$ cat src/source/matrix_gcd_pkg.sv
// Matrix GCD shared types
// Data words, stage items and FSM states
`default_nettype none

package matrix_gcd_pkg;

  ////////////////////////////////////////////////////////////
  // Data sizing
  ////////////////////////////////////////////////////////////

  // Operand, result and modulus width
  localparam int data_width = 16;

  // Plain unsigned data word
  typedef logic [data_width-1:0] gcd_data_t;

  ////////////////////////////////////////////////////////////
  // Stream payloads
  ////////////////////////////////////////////////////////////

  // Operand pair in flight between sequencer and Euclid engine
  typedef struct packed {
    gcd_data_t operand_a;
    gcd_data_t operand_b;
    logic      row_end;
    logic      matrix_end;
  } gcd_item_t;

  // One result word plus its position flags
  typedef struct packed {
    gcd_data_t value;
    logic      row_end;
    logic      matrix_end;
  } gcd_result_t;

  ////////////////////////////////////////////////////////////
  // State encodings
  ////////////////////////////////////////////////////////////

  // Sequencer job state
  typedef enum logic [0:0] {
    seq_idle,
    seq_run
  } seq_state_e;

  // Shared by Euclid and modulo stages
  typedef enum logic [1:0] {
    stage_empty,
    stage_busy,
    stage_full
  } engine_state_e;

endpackage

`default_nettype wire

$ cat src/source/element_sequencer.sv
// Element sequencer
`timescale 1ns/1ps
`default_nettype none

module element_sequencer #(
  parameter int index_width = 8
) (
  input  wire logic                             CLK,
  input  wire logic                             RST,
  input  wire logic                             start,
  input  wire logic [index_width-1:0]           size_rows,
  input  wire logic [index_width-1:0]           size_cols,
  input  wire logic                             in_valid,
  output logic                                  in_ready,
  input  wire matrix_gcd_pkg::gcd_data_t        in_a,
  input  wire matrix_gcd_pkg::gcd_data_t        in_b,
  input  wire logic                             job_done,
  output logic                                  busy,
  output logic                                  seq_valid,
  input  wire logic                             seq_ready,
  output matrix_gcd_pkg::gcd_item_t             seq_item
);

  matrix_gcd_pkg::seq_state_e state;

  // Effective sizes, zero counts as one
  logic [index_width-1:0] row_size;
  logic [index_width-1:0] col_size;
  logic [index_width-1:0] row_idx;
  logic [index_width-1:0] col_idx;

  // Last pair of the job already taken
  logic fed_all;
  logic start_ok;
  logic take;
  logic last_col;
  logic last_row;

  ////////////////////////////////////////////////////////////
  // Handshake
  ////////////////////////////////////////////////////////////

  assign start_ok = start && (state == matrix_gcd_pkg::seq_idle);
  // Output register empty or being drained this cycle
  assign in_ready = (state == matrix_gcd_pkg::seq_run) && !fed_all &&
                    (!seq_valid || seq_ready);
  assign take     = in_valid && in_ready;
  assign last_col = (col_idx == col_size - 1'b1);
  assign last_row = (row_idx == row_size - 1'b1);
  assign busy     = (state == matrix_gcd_pkg::seq_run);

  ////////////////////////////////////////////////////////////
  // Job FSM and index walk
  ////////////////////////////////////////////////////////////

  always_ff @(posedge CLK or posedge RST) begin
    if (RST) begin
      state     <= matrix_gcd_pkg::seq_idle;
      fed_all   <= 1'b0;
      row_idx   <= '0;
      col_idx   <= '0;
      seq_valid <= 1'b0;
    end else begin
      if (start_ok) begin
        state   <= matrix_gcd_pkg::seq_run;
        fed_all <= 1'b0;
        row_idx <= '0;
        col_idx <= '0;
      end else if (job_done) begin
        state <= matrix_gcd_pkg::seq_idle;
      end
      if (take) begin
        // Column first, then row
        if (last_col) begin
          col_idx <= '0;
          if (last_row) fed_all <= 1'b1;
          else row_idx <= row_idx + 1'b1;
        end else begin
          col_idx <= col_idx + 1'b1;
        end
        seq_valid <= 1'b1;
      end else if (seq_ready) begin
        seq_valid <= 1'b0;
      end
    end
  end

  // Sizes and payload
  always_ff @(posedge CLK) begin
    if (start_ok) begin
      row_size <= (size_rows == '0) ? index_width'(1) : size_rows;
      col_size <= (size_cols == '0) ? index_width'(1) : size_cols;
    end
    if (take) begin
      seq_item.operand_a  <= in_a;
      seq_item.operand_b  <= in_b;
      seq_item.row_end    <= last_col;
      seq_item.matrix_end <= last_col && last_row;
    end
  end

  // Column walk stays inside the latched width
  a_col_in_range: assert property (@(posedge CLK) disable iff (RST)
    (state == matrix_gcd_pkg::seq_run) |-> (col_idx < col_size));

endmodule

`default_nettype wire

$ cat src/source/euclid_engine.sv
// Subtractive Euclid stage
`timescale 1ns/1ps
`default_nettype none

module euclid_engine (
  input  wire logic                        CLK,
  input  wire logic                        RST,
  input  wire logic                        seq_valid,
  output logic                             seq_ready,
  input  wire matrix_gcd_pkg::gcd_item_t   seq_item,
  output logic                             gcd_valid,
  input  wire logic                        gcd_ready,
  output matrix_gcd_pkg::gcd_result_t      gcd_item_out
);

  ////////////////////////////////////////////////////////////
  // Stage registers
  ////////////////////////////////////////////////////////////

  matrix_gcd_pkg::engine_state_e state;

  // Working operands, shrink toward the gcd
  matrix_gcd_pkg::gcd_data_t op_a;
  matrix_gcd_pkg::gcd_data_t op_b;

  // Flags ride along untouched
  logic row_end_q;
  logic matrix_end_q;

  logic load;
  logic either_zero;
  logic a_ge_b;

  assign load        = seq_valid && seq_ready;
  assign either_zero = (op_a == '0) || (op_b == '0);
  assign a_ge_b      = (op_a >= op_b);

  ////////////////////////////////////////////////////////////
  // Handshake and result
  ////////////////////////////////////////////////////////////

  // Takes a new pair only when fully empty
  assign seq_ready = (state == matrix_gcd_pkg::stage_empty);
  assign gcd_valid = (state == matrix_gcd_pkg::stage_full);

  // One operand is zero once done, so OR gives the other
  assign gcd_item_out.value      = op_a | op_b;
  assign gcd_item_out.row_end    = row_end_q;
  assign gcd_item_out.matrix_end = matrix_end_q;

  ////////////////////////////////////////////////////////////
  // Stage FSM
  ////////////////////////////////////////////////////////////

  always_ff @(posedge CLK or posedge RST) begin
    if (RST) begin
      state <= matrix_gcd_pkg::stage_empty;
    end else begin
      case (state)
        matrix_gcd_pkg::stage_empty: begin
          if (load) state <= matrix_gcd_pkg::stage_busy;
        end
        matrix_gcd_pkg::stage_busy: begin
          // gcd(a, 0) = a, gcd(0, 0) = 0
          if (either_zero) state <= matrix_gcd_pkg::stage_full;
        end
        matrix_gcd_pkg::stage_full: begin
          if (gcd_ready) state <= matrix_gcd_pkg::stage_empty;
        end
        default: begin
          state <= matrix_gcd_pkg::stage_empty;
        end
      endcase
    end
  end

  ////////////////////////////////////////////////////////////
  // Operand datapath
  ////////////////////////////////////////////////////////////

  always_ff @(posedge CLK) begin
    if (load) begin
      op_a         <= seq_item.operand_a;
      op_b         <= seq_item.operand_b;
      row_end_q    <= seq_item.row_end;
      matrix_end_q <= seq_item.matrix_end;
    end else if ((state == matrix_gcd_pkg::stage_busy) && !either_zero) begin
      // Larger minus smaller, one step per cycle
      if (a_ge_b) op_a <= op_a - op_b;
      else op_b <= op_b - op_a;
    end
  end

  ////////////////////////////////////////////////////////////
  // Checks
  ////////////////////////////////////////////////////////////

  // Subtract steps only ever shrink the operands
  a_no_growth: assert property (@(posedge CLK) disable iff (RST)
    (state == matrix_gcd_pkg::stage_busy) |=>
      ((op_a <= $past(op_a)) && (op_b <= $past(op_b))));

  // Result held steady under back-pressure
  a_hold_valid: assert property (@(posedge CLK) disable iff (RST)
    (gcd_valid && !gcd_ready) |=> (gcd_valid && $stable(gcd_item_out)));

endmodule

`default_nettype wire

$ cat src/source/modulo_reducer.sv
// Restoring-division modulo stage
`timescale 1ns/1ps
`default_nettype none

module modulo_reducer (
  input  wire logic                          CLK,
  input  wire logic                          RST,
  input  wire matrix_gcd_pkg::gcd_data_t     modulus,
  input  wire logic                          gcd_valid,
  output logic                               gcd_ready,
  input  wire matrix_gcd_pkg::gcd_result_t   gcd_item_in,
  output logic                               out_valid,
  input  wire logic                          out_ready,
  output matrix_gcd_pkg::gcd_result_t        out_result
);

  localparam int dw        = matrix_gcd_pkg::data_width;
  localparam int cnt_width = $clog2(dw + 1);

  matrix_gcd_pkg::engine_state_e state;

  // Remainder doubles as the result word
  matrix_gcd_pkg::gcd_data_t rem;
  // Dividend shifts out MSB first, quotient bits shift in
  matrix_gcd_pkg::gcd_data_t dvd;
  logic [cnt_width-1:0]      bit_cnt;
  logic                      row_end_q;
  logic                      matrix_end_q;

  logic        load;
  logic        last_bit;
  logic [dw:0] trial;
  logic        q_bit;

  assign load      = gcd_valid && gcd_ready;
  assign gcd_ready = (state == matrix_gcd_pkg::stage_empty);
  assign out_valid = (state == matrix_gcd_pkg::stage_full);
  assign last_bit  = (bit_cnt == cnt_width'(dw - 1));

  // Partial remainder with next dividend bit
  assign trial = {rem, dvd[dw-1]};
  assign q_bit = (trial >= {1'b0, modulus});

  assign out_result.value      = rem;
  assign out_result.row_end    = row_end_q;
  assign out_result.matrix_end = matrix_end_q;

  ////////////////////////////////////////////////////////////
  // Stage FSM
  ////////////////////////////////////////////////////////////

  always_ff @(posedge CLK or posedge RST) begin
    if (RST) begin
      state   <= matrix_gcd_pkg::stage_empty;
      bit_cnt <= '0;
    end else begin
      case (state)
        matrix_gcd_pkg::stage_empty: begin
          bit_cnt <= '0;
          // Zero modulus skips the division
          if (load && (modulus == '0)) state <= matrix_gcd_pkg::stage_full;
          else if (load) state <= matrix_gcd_pkg::stage_busy;
        end
        matrix_gcd_pkg::stage_busy: begin
          bit_cnt <= bit_cnt + 1'b1;
          if (last_bit) state <= matrix_gcd_pkg::stage_full;
        end
        matrix_gcd_pkg::stage_full: begin
          if (out_ready) state <= matrix_gcd_pkg::stage_empty;
        end
        default: begin
          state <= matrix_gcd_pkg::stage_empty;
        end
      endcase
    end
  end

  // Division datapath, one quotient bit per cycle
  always_ff @(posedge CLK) begin
    if (load) begin
      rem          <= (modulus == '0) ? gcd_item_in.value : '0;
      dvd          <= gcd_item_in.value;
      row_end_q    <= gcd_item_in.row_end;
      matrix_end_q <= gcd_item_in.matrix_end;
    end else if (state == matrix_gcd_pkg::stage_busy) begin
      rem <= q_bit ? dw'(trial - {1'b0, modulus}) : trial[dw-1:0];
      dvd <= {dvd[dw-2:0], q_bit};
    end
  end

  // Reduced value always below a nonzero modulus
  a_rem_below_mod: assert property (@(posedge CLK) disable iff (RST)
    (out_valid && (modulus != '0)) |-> (out_result.value < modulus));

endmodule

`default_nettype wire

$ cat src/source/matrix_gcd_top.sv
// Matrix GCD pipeline top
`timescale 1ns/1ps
`default_nettype none

module matrix_gcd_top #(
  parameter int index_width = 8
) (
  input  wire logic                          CLK,
  input  wire logic                          RST,
  input  wire logic                          start,
  input  wire logic [index_width-1:0]        size_rows,
  input  wire logic [index_width-1:0]        size_cols,
  input  wire matrix_gcd_pkg::gcd_data_t     modulus,
  input  wire logic                          in_valid,
  output logic                               in_ready,
  input  wire matrix_gcd_pkg::gcd_data_t     in_a,
  input  wire matrix_gcd_pkg::gcd_data_t     in_b,
  output logic                               busy,
  output logic                               out_valid,
  input  wire logic                          out_ready,
  output matrix_gcd_pkg::gcd_result_t        out_result
);

  ////////////////////////////////////////////////////////////
  // Job registers
  ////////////////////////////////////////////////////////////

  matrix_gcd_pkg::gcd_data_t   modulus_q;
  logic                        job_done;

  // Inter-stage streams
  logic                        seq_valid;
  logic                        seq_ready;
  matrix_gcd_pkg::gcd_item_t   seq_item;
  logic                        gcd_valid;
  logic                        gcd_ready;
  matrix_gcd_pkg::gcd_result_t gcd_item;

  // Modulus held for the whole job
  always_ff @(posedge CLK) begin
    if (start && !busy) modulus_q <= modulus;
  end

  // Last result leaves the output
  assign job_done = out_valid && out_ready && out_result.matrix_end;

  ////////////////////////////////////////////////////////////
  // Pipeline stages
  ////////////////////////////////////////////////////////////

  element_sequencer #(
    .index_width(index_width)
  ) u_sequencer (
    .CLK(CLK), .RST(RST),
    .start(start), .size_rows(size_rows), .size_cols(size_cols),
    .in_valid(in_valid), .in_ready(in_ready), .in_a(in_a), .in_b(in_b),
    .job_done(job_done), .busy(busy),
    .seq_valid(seq_valid), .seq_ready(seq_ready), .seq_item(seq_item)
  );

  euclid_engine u_euclid (
    .CLK(CLK), .RST(RST),
    .seq_valid(seq_valid), .seq_ready(seq_ready), .seq_item(seq_item),
    .gcd_valid(gcd_valid), .gcd_ready(gcd_ready), .gcd_item_out(gcd_item)
  );

  modulo_reducer u_modulo (
    .CLK(CLK), .RST(RST), .modulus(modulus_q),
    .gcd_valid(gcd_valid), .gcd_ready(gcd_ready), .gcd_item_in(gcd_item),
    .out_valid(out_valid), .out_ready(out_ready), .out_result(out_result)
  );

endmodule

`default_nettype wire

$ cat config.mk
export PLATFORM = sky130hd
export DESIGN_NAME = matrix_gcd_top
export DESIGN_NICKNAME = d
export VERILOG_FILES = /design/src/source/matrix_gcd_pkg.sv /design/src/source/element_sequencer.sv /design/src/source/euclid_engine.sv /design/src/source/modulo_reducer.sv /design/src/source/matrix_gcd_top.sv
export SDC_FILE = /design/constraint.sdc
export NUM_CORES = 1
export LEC_CHECK = 0
export ABC_CLOCK_PERIOD_IN_PS = 5200
export BUFFER_PORTS_ARGS = -buffer_cell sky130_fd_sc_hd__clkbuf_2
export CORE_UTILIZATION = 60
export CTS_CLUSTER_DIAMETER = 120
export CTS_CLUSTER_SIZE = 25
export DETAILED_ROUTE_END_ITERATION = 10
export PLACE_DENSITY = 0.8
export SETUP_SLACK_MARGIN = 0.1
export SLEW_MARGIN = 20
export SYNTH_ARGS = -nofsm -noshare
export SYNTH_HDL_FRONTEND = slang
export SYNTH_HIERARCHICAL = 1
export SYNTH_SLANG_ARGS = --single-unit
export TNS_END_PERCENT = 30
$ cat constraint.sdc
create_clock -name CLK -period 5.2 [get_ports CLK]
set_clock_uncertainty 0.05 [all_clocks]
set_input_delay 0.26 -clock CLK [delete_from_list [all_inputs] [get_ports CLK]]
set_output_delay 0.26 -clock CLK [all_outputs]
set_load 0.05 [all_outputs]
==> results of run 1 <==
[worst paths after layout]
check | from | end | slack (ns)
max | u_euclid/op_b[3] | u_euclid/op_b[13] | 1.83
min | size_rows[0] | u_sequencer/row_size[0] | 0.04
max reg2reg | u_euclid/op_b[3] | u_euclid/op_b[13] | 1.83
min reg2reg | u_sequencer/seq_item[1] | u_euclid/row_end_q | 0.37
max in group asynchronous | RST | u_sequencer/col_idx[4] | 4.10
min in group asynchronous | RST | u_euclid/state[1] | 0.20
[worst register-to-register path, stage by stage (launching register included)]
cell      delay (ns)
edfxtp_1        0.38
inv_1           0.08
ha_1            0.45
nor2_2          0.15
a221oi_2        0.43
a21oi_1         0.25
o211ai_1        0.26
a31oi_1         0.13
o21ai_2         0.80
[power by group through the flow]
| stage | Combinational, µW | Clock (µW) | Sequential [µW] |
|---|---|---|---|
| after floorplan | 3170 | 0 | 2600 |
| after global placement | 4210 | 0 | 2460 |
| after detailed placement | 4290 | 0 | 2480 |
| after CTS | 4390 | 1250 | 2460 |
| after global routing | 4870 | 1300 | 2510 |
| final | 4470 | 1230 | 2470 |
[state kept, by name (all words and copies together) (netlist names), 2 cells and up]
register / count
u_sequencer/seq_item: 34
modulus_q: 16
u_euclid/op_a: 16
u_euclid/op_b: 16
u_modulo/dvd: 16
u_modulo/rem: 16
u_sequencer/col_idx: 8
u_sequencer/col_size: 8
u_sequencer/row_idx: 8
u_sequencer/row_size: 8
u_modulo/bit_cnt: 5
u_euclid/state: 2
u_modulo/state: 2
[metrics by stage]
| step | hold WS [ns] | std cells | utilization, % | total power, µW | setup WS (ns) |
|---|---|---|---|---|---|
| 3_5_place_dp | 0.09017 | 1239 | 65.06 | 6776 | 1.920 |
| 5_1_grt | 0.02608 | 1333 | 72.62 | 8677 | 1.670 |
| 4_1_cts | 0.01833 | 1333 | 72.62 | 8097 | 1.912 |
| 6_report | 0.04224 | 1333 | 72.62 | 8165 | 1.834 |
| 2_1_floorplan | -0.04882 | 977 | - | 5767 | 1.190 |
| 3_3_place_gp | 0.09318 | 1239 | 65.06 | 6675 | 2.054 |
[synth_stat cells (all sizes together) (3+ instances only)]
cell type / instances / share of area (%)
clkbuf: 31 / 1.2
or3: 7 / 0.46
a21o: 11 / 0.85
nor2b: 13 / 0.82
nor4: 21 / 1.5
a211o: 8 / 0.71
a21oi: 54 / 3.0
mux2i: 9 / 0.91
nand3: 27 / 1.4
and2: 3 / 0.19
nor2: 59 / 2.3
buf: 18 / 1.2
a221oi: 5 / 0.68
and3: 14 / 0.89
edfxtp: 134 / 41
a22o: 4 / 0.35
nand4: 7 / 0.44
o41ai: 3 / 0.65
inv: 98 / 3.7
or2: 5 / 0.32
a22oi: 3 / 0.28
o21bai: 7 / 0.53
nand2b: 19 / 1.2
a211oi: 9 / 0.81
dfrtp: 28 / 7.1
nor3: 24 / 1.4
a21boi: 4 / 0.30
nor3b: 5 / 0.38
xnor2: 38 / 3.4
o21ai: 54 / 2.7
o22ai: 7 / 0.44
xor2: 14 / 1.2
o31ai: 4 / 0.30
o21a: 4 / 0.30
nand2: 111 / 4.2
o211ai: 8 / 0.61
a31oi: 10 / 0.70
fa: 3 / 0.61
o31a: 5 / 0.44
ha: 69 / 8.7
[per-layer routing]
layer / track usage [%] / vias up / part of all wire [%] / wire [µm]
li1: - / 3714 / - / -
met1: 35.38 / 3600 / 43 / 9578
met2: 45.09 / 324 / 48 / 10730
met3: 6.150 / 38 / 7.0 / 1563
met4: 10.67 / 0 / 2.1 / 473
met5: 0 / - / 0 / 0
[cell type report]
class,instances,area share (%)
Sequential cell,162,40.66
Multi-Input combinational cell,667,39.18
Timing Repair Buffer,158,9.648
Clock buffer,17,3.661
Inverter,99,3.198
Tap cell,216,2.326
Clock inverter,14,1.324
[kinds of logic after synthesis]
kind of cell | after synthesis | share of synthesized area [%]
buffers and inverters | 148 | 6.122
adder cells (fa/ha/maj) | 72 | 9.355
flip-flops | 162 | 47.86
multiplexers | 10 | 1.027
AND/OR/NAND/NOR | 323 | 16.20
AO/OA/AOI/OAI | 210 | 14.82
XOR/XNOR | 52 | 4.614
==> summary.txt, run 1 <==
Logic synthesis
  • Post-synth EDFFs: 134
  • Yosys warns: 6
  • Synth Flop Type: edfxtp_1
  • Mapped Area: between 0.009 and 0.01 mm²
  • Flop and latch count out of synthesis: 162
  • Netlist cell types: 78
  • Mapped Nets: 1118
  • Cell count after synthesis: 977
  • Ys async rst share: 17.28%
  • Sequential-to-total area share from yosys stat: roughly 48%
  • Syn avg cell area: between 10 and 15 µm²

Final layout
  • N_diodes: 0
  • P&R area growth vs syn: 17.72%
  • Area of the multi-input gates: 0.004553 mm²
  • Nets: around 1.2k
  • Commonest cells after routing, fill and taps aside: 134 x edfxtp_1, 111 x nand2_1, 97 x inv_1, 89 x clkbuf_2, 69 x ha_1
  • Sequential Area: 0.004725 mm²
  • Commonest non-fill, non-tap cell in the layout: edfxtp_1
  • Layout cells sized above 1: between 10% and 20%
  • Fillers: 1162
  • Post-Layout Inst Area: 0.01162 mm²

Timing
  • Max Freq: 0.2971 GHz
  • Fin. Hold Viols: 0
  • RSZ-0062 raised after global routing: false
  • Setup TNS: 0 ns
  • Final period util: 64.74%
  • Final setup violation count: 0
  • Slew margin rel.: 27.63%
  • Final slew viol count: 0
  • Final min period: 3.366 ns
  • Worst slew pin tran: approximately 1.1 ns

CTS
  • Clock Tree Root: clkbuf_16
  • Postcts setup bufs: 0
  • CTS tree: yes
  • Worst-Skew Late Latency: about 0.42 ns
  • Clock-pin slew on the worst setup and hold paths: 0.06 ns
  • Post-CTS Hold Fix Bufs: 63
  • Post-cts resize count: 0
  • Num CTS Buffers: 17
  • H-tree depth: 4
  • CTS sink count: roughly 160
  • CTS Buffer Depth: 2

Power and ir drop
  • Clock share of power: around 15%
  • Sequential power share: between 30% and 40%
  • VDD IR-drop max: 0.3939 mV
  • Switching power: about 3600 µW
  • Sw Ratio: between 40% and 50%
  • Pint: 4538 µW
  • Gate power share: 54.7%
  • LEAKAGE: between 0.004 and 0.005 µW
  • PwrDens: 702.7 mW/mm²

Setup path
  • CP Capture Type: flip-flop
  • Crit Path Max Fanout: 16
  • CP Depth: 8
  • Reg2Reg Depth: 8
  • CP Class: reg -> reg
  • Buf/Inv on CP: 1
  • Critical path required time: 5.19 ns
  • Slowest CP cell: o21ai_2
  • CP cell instances: inv_1, ha_1, nor2_2, a221oi_2, a21oi_1, o211ai_1, a31oi_1, o21ai_2
  • Worst EP arrival: around 3.4 ns
  • Kind of cell adding the most delay to the critical path: compound AO/OA/AOI/OAI gates
  • CP peak stage delay: approximately 0.80 ns
  • Startpoint types: flip-flop

Route
  • Final ANT Viol Nets: 0
  • Number of DRC markers in iteration 0: 701
  • # DRC: 0
  • Routed WL: 22.34 mm
  • DR pass1 iterations: 5
  • Vias post-DR: ~7.7k
  • Routed len/inst: about 17 µm
  • Vias/cell: approximately 5.8

Place
  • IO buf count: a little under 90
  • Dpl hpwl: 15.72 mm
  • RePlAce Congestion: 0.9630
  • Placed Instance Area: approximately 0.010 mm²

Floorplanning
  • Row Count: between 40 and 50
  • DIE HEIGHT: about 130 µm
  • Initial Util: 61.69%
  • Die W: 130.3 µm
  • IO Pins: 90
  • Die footprint: 0.01697 mm²
  • Core area: between 0.015 and 0.02 mm²

Global route
  • Largest net degree at the start of global routing: 56
  • GR Util All Layers: 27.42%
  • Initial antenna violation count: 0
  • Remaining Overflow, GRT: 0
  • Global-route wire length before repair: 35.27 mm
  • Vias in the first global route: around 7.2k

Run status
  • Outcome: completed

Flow run
  • Max_cap viols: 0

Min path
  • Worst min path class: in -> reg
  • Hold Path Stages: 2
Power figures use the tool's default switching activity.
==> run 2: changes to the inputs <==
ABC_AREA = 1   (was not set)
ABC_CLOCK_PERIOD_IN_PS = 3220   (was 5200)
CORE_UTILIZATION = 61   (was 60)
PLACE_DENSITY = 0.81   (was 0.8)
clock period = 3.22 ns   (was 5.2 ns; I/O delays follow)
==> run 2 against run 1 <==
Sequential share of layout area down 3.5 points. Wire length up 20%. Power grew 3.0%. Worst hold slack worse by 0.014 ns. Non-clock buffer count up 4. Clock power rose by 67%. Global-route usage increased by 2.9 points. Area after synthesis is 10% higher. Via count rose by 22%. Die area increased by 8.5%. Largest cell class is now multi-input gates. Largest power group unchanged.
==> summary.txt, run 2 <==
Logic synthesis
  • Leading cell types by count after synthesis: 399 x nand2_1, 202 x inv_1, 134 x edfxtp_1
  • Top-area cell type share of the netlist area: 36.93% (-3.8 points)
  • Mapped Nets: 1495 (+34%)
  • Flop and latch count out of synthesis: 162 (unchanged)
  • Synth Flop Type: edfxtp_1
  • Cell accounting for the most synthesized area: edfxtp_1
  • Yosys warns: 6 (unchanged)
  • Sequential-to-total area share from yosys stat: 43.36% (-4.5 points)
  • Compound-Gate Fraction of Synth Area: 5.190% (-9.6 points)
  • Synth Area in Adders: 8.474% (-0.88 points)
  • Post-synth EDFFs: 134 (unchanged)
  • Synth Area in Simple Gates: 30.18% (+14 points)
  • Leading cell type by number of instances after synthesis: nand2_1
  • Cell count after synthesis: 1354 (+39%)
  • Netlist cell types: 46 (-41%)
  • Syn avg cell area: 8.048 µm² (-20%)
  • Synth Area in XOR/XNOR: 2.813% (-1.8 points)
  • Synth area leaders: edfxtp_1 37%, nand2_1 14%, ha_1 7.9%, inv_1 7.0%, dfrtp_1 6.4%
  • Ys async rst share: 17.28% (unchanged)
  • Mapped Area: 0.01090 mm² (+10%)
  • Largest family of logic cells by synthesized area: simple AND/OR/NAND/NOR gates
  • Mux share of post-synthesis cell area: 0% (-1.0 points)

Power and ir drop
  • Sequential power share: 36.9% (+6.7 points)
  • Gate power share: 38.6% (-16 points)
  • PwrDens: 662.1 mW/mm² (-5.8%)
  • Pint: 5126 µW (+13%)
  • PnR Total Power: 8414 µW (+3.0%)
  • LEAKAGE: 0.006136 µW (+24%)
  • Switching power: 3288 µW (-9.4%)
  • Sw Ratio: 39.07% (-5.3 points)
  • VDD IR-drop max: 0.6469 mV (+64%)
  • Clock share of power: 24.5% (+9.4 points)

Global route
  • Initial antenna violation count: 0 (unchanged)
  • Remaining Overflow, GRT: 0 (unchanged)
  • GR peak layer: met2
  • Met1 usage: 39.17% (+3.8 points)
  • Met2 usage: 51.13% (+6.0 points)
  • Global-route wire length before repair: 42.81 mm (+21%)
  • Vias in the first global route: 8862 (+23%)
  • GR Util All Layers: 30.33% (+2.9 points)
  • Largest net degree at the start of global routing: 48 (-14%)
  • Grt met3 use: 5.013% (-1.1 points)

Route
  • Number of DRC markers in iteration 0: 949 (+35%)
  • DR pass1 iterations: 8 (+3)
  • Routed WL: 26.90 mm (+20%)
  • Routed len/inst: 15.52 µm (-7.4%)
  • Vias/cell: 5.397 (-6.3%)
  • Final ANT Viol Nets: 0 (unchanged)
  • # DRC: 0 (unchanged)
  • Vias post-DR: 9353 (+22%)

CTS
  • H-tree depth: 4 (unchanged)
  • Clock-pin slew on the worst setup and hold paths: 0.06 ns (about the same)
  • CTS sink count: 162 (unchanged)
  • Worst-Skew Late Latency: 0.43 ns (about the same)
  • Clock Tree Root: clkbuf_16
  • CTS Buffer Depth: 2 (unchanged)
  • Num CTS Buffers: 17 (unchanged)
  • CTS tree: yes

Timing
  • Fin. Hold Viols: 0 (unchanged)
  • Final WS setup: 0.6359 ns (-1.198 ns)
  • Worst slew pin tran: 0.8646 ns (-0.2175 ns)
  • Final slew viol count: 0 (unchanged)
  • Hold Slack: 0.02775 ns (-0.01449 ns)
  • Slew margin rel.: 42.30% (+15 points)
  • Final min period: 2.584 ns (-0.7821 ns)
  • Final period util: 80.25% (+16 points)
  • Final setup violation count: 0 (unchanged)
  • RSZ-0062 raised after global routing: false
  • Max Freq: 0.3870 GHz (+30%)
  • Setup TNS: 0 ns (unchanged)

Flow run
  • Max_cap viols: 0 (unchanged)

Setup path
  • Slowest CP cell: edfxtp_1
  • CP cell instances: inv_1, ha_1, nor2_1, inv_2, nor2_1, nor2_4, nand2_2, nand2_2, nand3_1, nand2_1, nand2_1, buf_4
  • CP Class: reg -> reg
  • Buf/Inv on CP: 3 (+2)
  • Crit Path Max Fanout: 14 (-2)
  • Worst EP arrival: 2.65 ns (-0.71 ns)
  • CP peak stage delay: 0.41 ns (-0.39 ns)
  • Kind of cell adding the most delay to the critical path: simple AND/OR/NAND/NOR gates
  • CP Capture Type: flip-flop
  • Critical path required time: 3.29 ns (-1.90 ns)
  • Startpoint types: flip-flop

Final layout
  • Largest reg by FF count: u_sequencer/seq_item
  • Nets: 1636 (+31%)
  • N_diodes: 0 (unchanged)
  • Max reg flops: 34 (unchanged)
  • P&R area growth vs syn: 16.62%
  • Layout cells sized above 1: 16.11% (+2.0 points)
  • Commonest non-fill, non-tap cell in the layout: nand2_1
  • Commonest cells after routing, fill and taps aside: 399 x nand2_1, 202 x inv_1, 134 x edfxtp_1, 102 x nand3_1, 89 x clkbuf_2

Place
  • Worst slack, placed: 0.7203 ns (-1.199 ns)
  • RePlAce Congestion: 1.034 (+7.3%)
  • IO buf count: 89 (unchanged)
  • Dpl hpwl: 19.70 mm (+25%)

Run status
  • Outcome: completed

Floorplanning
  • Die footprint: 0.01840 mm² (+8.5%)
  • Row Count: 48 (+4.3%)
  • Die W: 135.7 µm (+4.1%)
  • Initial Util: 62.78% (+1.1 points)
  • DIE HEIGHT: 135.7 µm (+4.1%)
  • Core area: 0.01736 mm² (+8.5%)
  • IO Pins: 90 (unchanged)

Min path
  • Worst min path class: in -> reg
==> run 2: cell count changes in the layout (fill, tap and decap cells not counted), moves of 19 or more <==
cell | previous run | this run
nand2b_1 | 19 | 0
inv_1 | 97 | 202
xnor2_1 | 38 | 12
o21ai_0 | 48 | 29
inv_2 | 1 | 26
nand3_1 | 26 | 102
nand2_2 | 0 | 38
nand2_1 | 111 | 399
==> run 2: worst paths after layout <==
kind	start	endpoint	slack (ns)	cells past startpoint
worst max-delay path	u_euclid/op_b[7]	u_euclid/op_a[13]	0.64	12
max in group asynchronous	RST	u_sequencer/col_idx[2]	2.20	3
worst max register to register	u_euclid/op_b[7]	u_euclid/op_a[13]	0.64	12
worst min-delay path	out_ready	u_sequencer/busy	0.03	4
min in group asynchronous	RST	u_euclid/state[0]	0.11	3
worst min register to register	u_sequencer/seq_item[1]	u_euclid/row_end_q	0.38	0
==> run 2: cell type report <==
type / instances / area [µm²]
clock inverter: 13 / 157.7
multi-input combinational: 920 / 5084
timing repair buffer: 162 / 1156
clock buffer: 19 / 432.9
sequential: 162 / 4725
inverter: 232 / 870.8
tap: 225 / 281.5
fill: 1316 / 4649
==> run 2: per-layer routing <==
layer / up-vias / routed length (µm)
met3: 56 / 1834
met2: 401 / 12930
met4: 0 / 728
met5: - / 0
li1: 4605 / -
met1: 4291 / 11400
==> run 2: power groups by stage <==
stage / registers, µW / logic (µW) / clock network [µW]
after global routing: 3140 / 3620 / 2160
after detailed placement: 3140 / 3140 / 0
final: 3110 / 3250 / 2060
after floorplan: 3440 / 2150 / 0
after CTS: 3100 / 3230 / 2080
after global placement: 3120 / 3060 / 0
==> run 2: kinds of logic (layout without fill, tap and decap cells) <==
family,after synthesis,count (layout)
buffers and inverters,272,426
DFF,162,162
xor gates and xnor gates,35,35
and+or+nand+nor,715,715
AOI/OAI and AO/OA,98,98
adders and majority gates,72,72
==> run 2: stage by stage <==
step           cell area, µm²  utilization (%)  instances
3_5_place_dp            11470            66.06       1636
6_report                12710            73.21       1733
4_1_cts                 12710            73.21       1733
3_3_place_gp            11470            66.06       1636
2_1_floorplan           10900                -       1354
5_1_grt                 12710            73.21       1733
==> run 2: worst register-to-register path: stages, from the launching register on <==
cell and delay, ns:
edfxtp_1 0.41, inv_1 0.15, ha_1 0.34, nor2_1 0.30, inv_2 0.09, nor2_1 0.20
nor2_4 0.05, nand2_2 0.07, nand2_2 0.05, nand3_1 0.07, nand2_1 0.07, nand2_1 0.13
buf_4 0.27
==> run 2: repair_timing <==
| action | CTS | global route |
|---|---|---|
| setup buffers | 0 | 0 |
| hold buffers | 65 | 0 |
| gates resized for setup | 0 | 0 |
| hold endpoints to repair | 92 | 0 |
